### src/hw/acpi_pkg.sv
// Image geometry, widths and encodings for the Bayer green interpolation core.
// RTL and testbench reach these by scoped name.
package acpi_pkg;

	//////////////////////////////////////////////////////////////////////
	// image geometry

	localparam int img_w      = 12;
	localparam int img_h      = 12;
	localparam int border     = 2; // margin kept free of sites.
	localparam int site_count = 32; // odd-parity interior pixels.
	localparam int tap_count  = 9; // reads per site.

	//////////////////////////////////////////////////////////////////////
	// widths and types

	localparam int addr_w = 8; // row * img_w + col.
	localparam int pix_w  = 8;
	localparam int est_w  = 14; // holds 8x green and the signed sums.

	typedef logic [addr_w-1:0] addr_t;
	typedef logic [pix_w-1:0]  pix_t;
	typedef logic [est_w-1:0]  est_t;

	// read order of the cross around a site.
	typedef enum logic [3:0] {
		tap_c  = 4'd0,
		tap_w1 = 4'd1,
		tap_e1 = 4'd2,
		tap_n1 = 4'd3,
		tap_s1 = 4'd4,
		tap_w2 = 4'd5,
		tap_e2 = 4'd6,
		tap_n2 = 4'd7,
		tap_s2 = 4'd8
	} tap_e;

	// which candidate estimate is taken.
	typedef enum logic [1:0] {
		dir_h    = 2'd0,
		dir_v    = 2'd1,
		dir_both = 2'd2
	} dir_e;

endpackage
### src/hw/acpi_green.sv
// Top of the green interpolation core: scanner reads the pixel memory,
// the window gathers each cross and the estimator writes one result per site.
`timescale 1ns/1ps

module acpi_green (
	input  logic            clk,
	input  logic            rst,
	output logic            rd_en,
	output acpi_pkg::addr_t rd_addr,
	input  acpi_pkg::pix_t  rd_data,
	output logic            acpi_valid,
	output acpi_pkg::addr_t acpi_addr,
	output acpi_pkg::est_t  acpi_data,
	output logic            finish
);

	logic            cap_en, cap_last, win_valid, win_last;
	acpi_pkg::tap_e  cap_tap;
	acpi_pkg::addr_t cap_site, win_site;
	acpi_pkg::pix_t  c, w1, e1, n1, s1, w2, e2, n2, s2;

	site_scanner u_site_scanner (
		.clk(clk), .rst(rst),
		.rd_en(rd_en), .rd_addr(rd_addr),
		.cap_en(cap_en), .cap_tap(cap_tap),
		.cap_site(cap_site), .cap_last(cap_last)
	);

	cross_window u_cross_window (
		.clk(clk), .rst(rst),
		.cap_en(cap_en), .cap_tap(cap_tap),
		.cap_site(cap_site), .cap_last(cap_last),
		.rd_data(rd_data), .win_valid(win_valid),
		.c(c), .w1(w1), .e1(e1), .n1(n1), .s1(s1),
		.w2(w2), .e2(e2), .n2(n2), .s2(s2),
		.win_site(win_site), .win_last(win_last)
	);

	green_estimator u_green_estimator (
		.clk(clk), .rst(rst), .win_valid(win_valid),
		.c(c), .w1(w1), .e1(e1), .n1(n1), .s1(s1),
		.w2(w2), .e2(e2), .n2(n2), .s2(s2),
		.win_site(win_site), .win_last(win_last),
		.acpi_valid(acpi_valid), .acpi_addr(acpi_addr),
		.acpi_data(acpi_data), .finish(finish)
	);

endmodule

### src/hw/green_estimator.sv
// Picks the smoother direction from the cross gradients and registers the
// magnitude of eight times the interpolated green, with its site address.
`timescale 1ns/1ps

module green_estimator (
	input  logic            clk,
	input  logic            rst,
	input  logic            win_valid,
	input  acpi_pkg::pix_t  c, w1, e1, n1, s1, w2, e2, n2, s2,
	input  acpi_pkg::addr_t win_site,
	input  logic            win_last,
	output logic            acpi_valid,
	output acpi_pkg::addr_t acpi_addr,
	output acpi_pkg::est_t  acpi_data,
	output logic            finish
);

	typedef logic signed [acpi_pkg::est_w-1:0] sval_t;

	sval_t          xc, xw1, xe1, xn1, xs1, xw2, xe2, xn2, xs2;
	sval_t          dh, dv, est_h, est_v, est_b, est_sel;
	acpi_pkg::dir_e dir;

	function automatic sval_t ext(input acpi_pkg::pix_t p);
		return sval_t'({{(acpi_pkg::est_w - acpi_pkg::pix_w){1'b0}}, p});
	endfunction

	function automatic sval_t mag(input sval_t v);
		return (v < 0) ? -v : v;
	endfunction

	assign xc  = ext(c);
	assign xw1 = ext(w1);
	assign xe1 = ext(e1);
	assign xn1 = ext(n1);
	assign xs1 = ext(s1);
	assign xw2 = ext(w2);
	assign xe2 = ext(e2);
	assign xn2 = ext(n2);
	assign xs2 = ext(s2);

	//////////////////////////////////////////////////////////////////////
	// gradients and candidates

	assign dh = mag(xw1 - xe1) + mag((xc <<< 1) - xw2 - xe2);
	assign dv = mag(xn1 - xs1) + mag((xc <<< 1) - xn2 - xs2);

	assign est_h = ((xw1 + xe1) <<< 2) + (xc <<< 2) - ((xw2 + xe2) <<< 1);
	assign est_v = ((xn1 + xs1) <<< 2) + (xc <<< 2) - ((xn2 + xs2) <<< 1);
	assign est_b = ((xw1 + xe1 + xn1 + xs1) <<< 1) + (xc <<< 2)
		- (xw2 + xe2 + xn2 + xs2); // both directions at half weight.

	always_comb begin
		if (dh < dv)
			dir = acpi_pkg::dir_h;
		else if (dv < dh)
			dir = acpi_pkg::dir_v;
		else
			dir = acpi_pkg::dir_both;
	end

	always_comb begin
		case (dir)
			acpi_pkg::dir_h: est_sel = est_h;
			acpi_pkg::dir_v: est_sel = est_v;
			default:         est_sel = est_b;
		endcase
	end

	//////////////////////////////////////////////////////////////////////
	// output register

	always_ff @(posedge clk or posedge rst) begin
		if (rst) begin
			acpi_valid <= 1'b0;
			finish     <= 1'b0;
		end else begin
			acpi_valid <= win_valid;
			if (win_valid && win_last)
				finish <= 1'b1; // held until reset.
		end
	end

	always_ff @(posedge clk) begin
		if (win_valid) begin
			acpi_addr <= win_site;
			acpi_data <= acpi_pkg::est_t'(mag(est_sel)); // negative estimates fold.
		end
	end

endmodule

### src/hw/cross_window.sv
// Collects the nine returned pixels of a site into a cross and launches it
// with the site address once the last tap has arrived.
`timescale 1ns/1ps

module cross_window (
	input  logic            clk,
	input  logic            rst,
	input  logic            cap_en,
	input  acpi_pkg::tap_e  cap_tap,
	input  acpi_pkg::addr_t cap_site,
	input  logic            cap_last,
	input  acpi_pkg::pix_t  rd_data,
	output logic            win_valid,
	output acpi_pkg::pix_t  c, w1, e1, n1, s1, w2, e2, n2, s2,
	output acpi_pkg::addr_t win_site,
	output logic            win_last
);

	acpi_pkg::pix_t sh_c, sh_w1, sh_e1, sh_n1, sh_s1, sh_w2, sh_e2, sh_n2;
	logic           launch;

	assign launch = cap_en && cap_tap == acpi_pkg::tap_s2;

	// staging slots fill while the previous cross is still on the outputs.
	always_ff @(posedge clk) begin
		if (cap_en) begin
			case (cap_tap)
				acpi_pkg::tap_c:  sh_c  <= rd_data;
				acpi_pkg::tap_w1: sh_w1 <= rd_data;
				acpi_pkg::tap_e1: sh_e1 <= rd_data;
				acpi_pkg::tap_n1: sh_n1 <= rd_data;
				acpi_pkg::tap_s1: sh_s1 <= rd_data;
				acpi_pkg::tap_w2: sh_w2 <= rd_data;
				acpi_pkg::tap_e2: sh_e2 <= rd_data;
				acpi_pkg::tap_n2: sh_n2 <= rd_data;
				default: ; // s2 goes straight out.
			endcase
		end
	end

	always_ff @(posedge clk) begin
		if (launch) begin
			c        <= sh_c;
			w1       <= sh_w1;
			e1       <= sh_e1;
			n1       <= sh_n1;
			s1       <= sh_s1;
			w2       <= sh_w2;
			e2       <= sh_e2;
			n2       <= sh_n2;
			s2       <= rd_data;
			win_site <= cap_site;
			win_last <= cap_last;
		end
	end

	always_ff @(posedge clk or posedge rst) begin
		if (rst)
			win_valid <= 1'b0;
		else
			win_valid <= launch;
	end

endmodule

### src/hw/site_scanner.sv
// Walks the interior sites in raster order and issues nine cross reads per site.
// Tags each read so the returning pixel can be placed a cycle later.
`timescale 1ns/1ps

module site_scanner (
	input  logic            clk,
	input  logic            rst,
	output logic            rd_en,
	output acpi_pkg::addr_t rd_addr,
	output logic            cap_en,
	output acpi_pkg::tap_e  cap_tap,
	output acpi_pkg::addr_t cap_site,
	output logic            cap_last
);

	acpi_pkg::addr_t row, col, site, tap_addr, rd_site;
	acpi_pkg::tap_e  tap, rd_tap;
	logic            rd_last, done, row_par, row_end, last_site;

	assign site      = row * acpi_pkg::addr_t'(acpi_pkg::img_w) + col;
	assign row_par   = row[0] ^ 1'(acpi_pkg::border % 2); // row starts on the margin column.
	assign row_end   = col >= acpi_pkg::addr_t'(acpi_pkg::img_w - acpi_pkg::border - 2);
	assign last_site = row_end && row == acpi_pkg::addr_t'(acpi_pkg::img_h - acpi_pkg::border - 1);

	always_comb begin
		case (tap)
			acpi_pkg::tap_w1: tap_addr = site - acpi_pkg::addr_t'(1);
			acpi_pkg::tap_e1: tap_addr = site + acpi_pkg::addr_t'(1);
			acpi_pkg::tap_n1: tap_addr = site - acpi_pkg::addr_t'(acpi_pkg::img_w);
			acpi_pkg::tap_s1: tap_addr = site + acpi_pkg::addr_t'(acpi_pkg::img_w);
			acpi_pkg::tap_w2: tap_addr = site - acpi_pkg::addr_t'(2);
			acpi_pkg::tap_e2: tap_addr = site + acpi_pkg::addr_t'(2);
			acpi_pkg::tap_n2: tap_addr = site - acpi_pkg::addr_t'(2 * acpi_pkg::img_w);
			acpi_pkg::tap_s2: tap_addr = site + acpi_pkg::addr_t'(2 * acpi_pkg::img_w);
			default:          tap_addr = site;
		endcase
	end

	always_ff @(posedge clk or posedge rst) begin
		if (rst) begin
			row    <= acpi_pkg::addr_t'(acpi_pkg::border);
			col    <= acpi_pkg::addr_t'(acpi_pkg::border + 1); // first missing green.
			tap    <= acpi_pkg::tap_c;
			done   <= 1'b0;
			rd_en  <= 1'b0;
			cap_en <= 1'b0;
		end else begin
			cap_en <= rd_en; // data returns one cycle later.
			if (!done) begin
				rd_en <= 1'b1;
				if (tap == acpi_pkg::tap_e'(acpi_pkg::tap_count - 1)) begin
					tap <= acpi_pkg::tap_c;
					if (last_site) begin
						done <= 1'b1;
					end else if (row_end) begin
						row <= row + acpi_pkg::addr_t'(1);
						col <= acpi_pkg::addr_t'(row_par ? acpi_pkg::border + 1 : acpi_pkg::border);
					end else begin
						col <= col + acpi_pkg::addr_t'(2);
					end
				end else begin
					tap <= acpi_pkg::tap_e'(tap + 4'd1);
				end
			end else begin
				rd_en <= 1'b0;
			end
		end
	end

	// tags ride along with the strobe, then with the returned data.
	always_ff @(posedge clk) begin
		if (!done) begin
			rd_addr <= tap_addr;
			rd_tap  <= tap;
			rd_site <= site;
			rd_last <= last_site;
		end
		cap_tap  <= rd_tap;
		cap_site <= rd_site;
		cap_last <= rd_last;
	end

endmodule

### config.mk
export PLATFORM = sky130hd
export DESIGN_NAME = acpi_green
export DESIGN_NICKNAME = d
export VERILOG_FILES = /design/src/hw/acpi_pkg.sv /design/src/hw/acpi_green.sv /design/src/hw/green_estimator.sv /design/src/hw/cross_window.sv /design/src/hw/site_scanner.sv
export SDC_FILE = /design/constraint.sdc
export NUM_CORES = 1
export LEC_CHECK = 0
export BUFFER_PORTS_ARGS = -buffer_cell sky130_fd_sc_hd__clkbuf_2
export CAP_MARGIN = 0
export CORE_ASPECT_RATIO = 0.7
export CORE_MARGIN = 1.5
export CORE_UTILIZATION = 40
export DETAILED_ROUTE_END_ITERATION = 16
export GPL_ROUTABILITY_DRIVEN = 0
export SYNTH_ARGS = -nofsm -noshare
export SYNTH_HDL_FRONTEND = slang
export SYNTH_SLANG_ARGS = --single-unit
### constraint.sdc
create_clock -name clk -period 9.2 [get_ports clk]
set_clock_uncertainty 0.15 [all_clocks]
set_input_delay 0.92 -clock clk [delete_from_list [all_inputs] [get_ports clk]]
set_output_delay 0.92 -clock clk [all_outputs]
set_load 0.02 [all_outputs]
Word-level counts from Yosys, hierarchy flattened
Index checks and enable logic that the tools add are counted.
{"block": "word_totals", "out_inout_bits": 33, "in_bits": 10, "wordCells": 136, "reg_bits": 227}
{"block": "op_classes", "n_reduce_logical": 15, "addsub": 39, "mux": 16, "mul": 1, "eq_ne": 18, "order_cmp": 8, "bitwise": 2}
{"cell": "$mux W14", "n": 5}
{"cell": "$pmux W8 S8", "n": 1}
{"cell": "$add A14 B11 Y14", "n": 3}
{"cell": "$lt A14 B1 Y1 const B", "n": 3}
{"cell": "$neg A14 Y14", "n": 3}
{"cell": "$sub A14 B14 Y14", "n": 3}
{"cell": "$add A8 B8 Y9", "n": 4}
{"cell": "$eq A4 B3 Y1 const B", "n": 8}
{"cell": "$add A14 B14 Y14", "n": 2}
{"cell": "$add A14 B9 Y14", "n": 2}
{"cell": "$lt A14 B14 Y1", "n": 2}
{"cell": "$neg A9 Y14", "n": 2}
{"cell": "$pmux W14 S2", "n": 1}
{"cell": "$add A13 B9 Y13", "n": 2}
{"cell": "$sub A10 B9 Y11", "n": 2}
{"cell": "$sub A9 B8 Y10", "n": 2}
{"cell": "$lt A9 B1 Y1 const B", "n": 2}
{"cell": "$sub A8 B8 Y9", "n": 2}
{"cell": "$add A8 B1 Y8 const B", "n": 2}
{"cell": "$add A8 B2 Y8 const B", "n": 2}
{"cell": "$eq A4 B2 Y1 const B", "n": 4}
{"cell": "$reduce_and A2 Y1", "n": 8}
{"cell": "$add A8 B4 Y8 const B", "n": 1}
{"cell": "$add A8 B5 Y8 const B", "n": 1}
{"cell": "22 further kinds", "n": 32}

Longest topological paths before layout
{"block": "depth", "depth_word": 12, "mapped_depth": 43, "mapped_depth_nobuf": 40}

Modules after synthesis
Synthesis repeated with hierarchy kept, for this count alone.
{"block": "unflattened", "cells_unflattened": 1591, "area_unflattened_um2": 17086.4}
{"module": "green_estimator", "instances": 1, "seq_area_each_um2": 710.7, "area_per_inst_um2": 9296.4, "cells_per_inst": 1121}
{"module": "cross_window", "instances": 1, "seq_area_each_um2": 4379.2, "area_per_inst_um2": 4463.0, "cells_per_inst": 162}
{"module": "site_scanner", "instances": 1, "seq_area_each_um2": 1470.2, "area_per_inst_um2": 3326.9, "cells_per_inst": 308}

Least setup slack after synthesis
OpenSTA, ideal clock, no wires.
{"block": "synth_path", "kind": "reg-to-reg", "start": "reg u_site_scanner.cap_tap[1]", "end": "reg u_cross_window.win_valid", "setup_ns": 0.907, "n_path_buf": 0, "period_less_slack_ns": 9.283, "required_ns": 8.143, "path_stages_with_launch": 2, "setup_slack_ns": -0.083, "arrival_time_ns": 8.226, "path_cell_list": "dfxtp_1 -> nor4_1"}
{"block": "synth_between", "elab_chain_len": 2}
{"item": "start, declared", "line": "site_scanner.sv:11", "rtl": "output acpi_pkg::tap_e cap_tap,"}
{"item": "start signal, assigned", "line": "site_scanner.sv:78", "rtl": "cap_tap <= rd_tap;"}
{"item": "$eq A4 B4 Y1", "line": "cross_window.sv:22", "rtl": "assign launch = cap_en && cap_tap == acpi_pkg::tap_s2;"}
{"item": "$logic_and A1 B1 Y1", "line": "cross_window.sv:22"}
{"item": "named net u_cross_window.launch", "line": "cross_window.sv:20", "rtl": "logic launch;"}
{"item": "end signal, assigned", "line": "cross_window.sv:61", "rtl": "win_valid <= launch;"}
{"item": "end, declared", "line": "cross_window.sv:13", "rtl": "output logic win_valid,"}
The timed path passes the listed nets, and every way through them passes these cells.
A chain may end at the register's enable or synchronous reset.

Worst setup path in the final report
{"block": "layout_path", "start": "reg u_cross_window.c[0]", "end": "reg u_green_estimator.acpi_data[10] (data pin)"}
{"block": "layout_between", "elab_chain_len": 12, "word_cells_on_any_way": 28, "cone_classes": "15 x add/sub; 5 x order compare; 1 x eq/ne; 6 x mux; 1 x reduce/logical"}
{"item": "start, declared", "line": "cross_window.sv:14", "rtl": "output acpi_pkg::pix_t c, w1, e1, n1, s1, w2, e2, n2, s2,"}
{"item": "start signal, assigned", "line": "cross_window.sv:43", "rtl": "c <= sh_c;"}
{"item": "$sub A9 B8 Y10 (on tied branches)", "line": "green_estimator.sv:46, green_estimator.sv:45"}
{"item": "$sub A10 B9 Y11 (on tied branches)", "line": "green_estimator.sv:46, green_estimator.sv:45"}
{"item": "$neg A14 Y14 / $lt A14 B1 Y1 (equally long branches)", "line": "green_estimator.sv:29", "rtl": "return (v < 0) ? -v : v;"}
{"item": "$mux W14", "line": "green_estimator.sv:29"}
{"item": "$add A14 B14 Y14 (on tied branches)", "line": "green_estimator.sv:46, green_estimator.sv:45"}
{"item": "$lt A14 B14 Y1", "line": "green_estimator.sv:56", "rtl": "else if (dv < dh)"}
{"item": "$mux W2", "line": "green_estimator.sv:56"}
{"item": "$mux W2", "line": "green_estimator.sv:54", "rtl": "if (dh < dv)"}
{"item": "$eq A2 B1 Y1 / $logic_not A2 Y1 (equally long branches)", "line": "green_estimator.sv:63", "rtl": "case (dir)"}
{"item": "$pmux W14 S2 *", "line": "green_estimator.sv:63"}
{"item": "$neg A14 Y14 / $lt A14 B1 Y1 (equally long branches)", "line": "green_estimator.sv:29"}
{"item": "$mux W14 *", "line": "green_estimator.sv:29"}
{"item": "end signal, assigned", "line": "green_estimator.sv:87", "rtl": "acpi_data <= acpi_pkg::est_t'(mag(est_sel));"}
{"item": "end, declared", "line": "green_estimator.sv:14", "rtl": "output acpi_pkg::est_t acpi_data,"}
Mark *: on every way between the ends. The rest lies on a longest branch, timed or not.

==> impl_metrics.tcl <==
set metrics [dict create \
    core-area_sq_um 41420 \
    worst_pin_slew_ns 1.223 \
    fin_hold_ws_ns 0.1920 \
    path_max_fanout 17 \
    rsz0062_at_grt "no" \
    critPathLaunchType "register" \
    dieArea_sq_um 43640 \
    top_register "u_green_estimator.acpi_data" \
    place_inst 2196 \
    max-cap-violations 0 \
    path_class "reg2reg" \
    syn_area_per_cell_sq_um 10.59 \
    port_buffers 42 \
    ctsHoldBuffers 0 \
    reg2reg_to "u_green_estimator.acpi_data[10]" \
    synthSimpleGateAreaFrac_pct 9.360 \
    numCtsBuffers 23 \
    grt_max_degree 83 \
    grt_overflow 0 \
    power_density_nw_per_um2 119.9 \
    vias_per_cell 5.163 \
    die_w_um 249.0 \
    fin_area_sq_um 18740 \
    slew_headroom_pct 17.81 \
    cp-endpoint "u_green_estimator.acpi_data[10]" \
    antenna_found_initial 0 \
    ir_drop_mv 0.1198 \
    post_cts_buffers 0 \
    placed_cell_area_sq_um 17910 \
    grt_first_pass_wirelength_um 62390 \
    finalCritPeriodShare_pct 91.16 \
    clkLatencyLatePin_ns 0.55 \
    die_height_um 175.2 \
    fmaxAchievable_ghz 0.1192 \
    drive_above_1_share_pct 6.139 \
    path_clk_slew_ns 0.07 \
    diodes 0 \
    critical_path.top_delay_family "compound AO/OA/AOI/OAI gates" \
    synth_mux_area_share_pct 1.284 \
    synth_top_family_by_area "adder cells" \
    first_iter_violations 817 \
    ys_warn_count 0 \
    cts_buffer_depth 3 \
    critPathMaxStageDelay_ns 0.61 \
    largest_reg_flops 14 \
    grt_use_total_pct 18.45 \
    cts_max_level 1 \
    cts_tree "done" \
    ios 43 \
    crit_top_cell "ha_1" \
    required_ns 9.34 \
    async_reset_ff_share_pct 11.45 \
    critPathLaunch "u_cross_window.c[0]" \
    drt-wirelength-per-cell_um 17.76 \
    synth_seq_area_share_pct 38.70 \
    utilization_pct 45.23 \
    fin_crit_ns 8.387 \
    grt_pass1_vias 11364 \
    nets 1961 \
    vias 11555 \
    cts.sinks 227 \
    syn_area_sq_um 16950 \
    hp-class "reg2reg" \
    leakage_nw 8.190 \
    detail-route-antenna-nets 0 \
    synth_cells 1601 \
    status "finished, final reports clean" \
    cpMaxStageDelayCell "nor4_4" \
    synthFlopType "edfxtp_1" \
    synthAdderAreaFrac_pct 23.19 \
    reg2reg_depth 35 \
    ys_ff_latch 227 \
    dpl.hpwl_um 31930 \
    r2r-start "u_cross_window.c[0]" \
    drc_errors 0 \
    tns_ns 0 \
    synthXorXnorAreaFrac_pct 8.836 \
    cp-end-kind "register" \
    worst-path-stages 35 \
    synthToLayoutAreaGrowth_pct 10.54 \
    routed_wl_um 39740 \
    cts_root_buf "clkbuf_16" \
    worstPathArrival_ns 8.53 \
    final_cell_count_no_fill 2238 \
    report.final.slew_viol_count 0 \
    hold_viol 0 \
    synth_compound_area_share_pct 13.06 \
    setup_viol 0 \
    synth_edf_count 188 \
    rows 62 \
    start_util_pct 40.92 \
    critPathBufInv 1 \
    rrSetupSlack_ns 0.81 \
    drtPass1Iterations 5 \
    cts_resized 0 \
    ys_types 78 \
]
[per-stage QoR]
step / setup WS (ns) / total power [mW]
floorplan: 1.296 / 1.229
global placement: 1.076 / 1.256
detailed placement: 0.9382 / 1.259
CTS: 0.8790 / 2.269
global route: 0.1691 / 2.319
finish: 0.8132 / 2.246
[synthesized netlist by cell type, drive strengths merged (35+ instances only)]
library cell	n	area, sq um
xnor2	125	1095
o21ai	51	255.3
nor2	120	452.9
o21bai	35	262.8
xor2	46	402.9
a21o	38	285.3
fa	67	1341
edfxtp	188	5645
nand2	54	202.7
inv	238	893.4
a21oi	102	510.5
ha	207	2590
[cell usage in the layout, fill, tap and decap left out, types with 5 or more instances in the layout]
cell       netlist  final
inv_1          238    238
ha_1           207    207
edfxtp_1       188    188
xnor2_1        125    125
nor2_1         119    119
a21oi_1        102    102
fa_1            67     67
nand2_1         54     54
xor2_1          46     46
clkbuf_2         0     42
a21o_1          38     38
o21ai_0         35     35
o21bai_1        35     35
nor3_1          27     27
clkbuf_16        0     26
nor2b_1         24     24
nand3_1         23     23
dfrtp_1         23     23
o21a_1          20     20
mux2i_1         17     17
o21ai_1         16     16
conb_1           1     15
nand2b_1        14     14
dfxtp_1         13     13
or3_1           12     12
a211oi_1        11     11
o31a_1           9      9
a21boi_1         8      8
nor3b_1          6      6
o41ai_1          6      6
o31ai_1          6      6
o211ai_1         6      6
and2_1           6      6
buf_4            1      6
nand4_1          5      5
a31oi_1          5      5
[final cells by class]
class | count | area, sq um
sequential | 227 | 6560
clock buffer | 29 | 681.9
tap | 544 | 680.7
timing repair buffer | 48 | 255.2
inverter | 238 | 893.4
clock inverter | 13 | 147.6
fill | 3878 | 22690
multi-input combinational | 1139 | 9518
[power by group]
group	internal, mW	switching (mW)
Sequential	1.11	0.000361
Combinational	0.0511	0.0750
Clock	0.590	0.416
[cell families after synthesis]
group	Yosys count
adders and majority gates	274
muxes	21
xor gates and xnor gates	171
AOI/OAI and AO/OA	336
other	1
and+or+nand+nor	322
buffers and inverters	249
DFF	227
[how the worst min path moves through the flow]
stage                                 end                       from  slack [ns]  cells past startpoint
2_1_floorplan     u_site_scanner.cap_last     u_site_scanner.rd_last        0.17                      0
3_3_place_gp   u_site_scanner.cap_site[5]  u_site_scanner.rd_site[5]        0.18                      0
3_5_place_dp   u_site_scanner.cap_site[5]  u_site_scanner.rd_site[5]        0.18                      0
4_1_cts        u_site_scanner.cap_site[5]  u_site_scanner.rd_site[5]        0.19                      0
5_1_grt        u_site_scanner.cap_site[4]  u_site_scanner.rd_site[4]        0.20                      0
6_report       u_site_scanner.cap_site[5]  u_site_scanner.rd_site[5]        0.19                      0
[routing by layer]
metal  vias up  GRT usage, %  wire [um]
met3        47         2.979       2249
met5         -             0          0
met4         0         4.116        759
li1       5684             -          -
met1      5571         27.65      20290
met2       253         27.89      16430
[worst register-to-register path: cells and delay by family (launching register included)]
| family | cells | cell delay [ns] |
|---|---|---|
| xor+xnor | 3 | 0.32 |
| simple gates | 11 | 1.79 |
| flops | 1 | 0.54 |
| mux | 1 | 0.40 |
| buf+inv | 1 | 0.34 |
| compound gates | 14 | 2.88 |
| fa+ha+maj | 5 | 1.73 |
No activity file was read; power rests on OpenSTA's default activity.
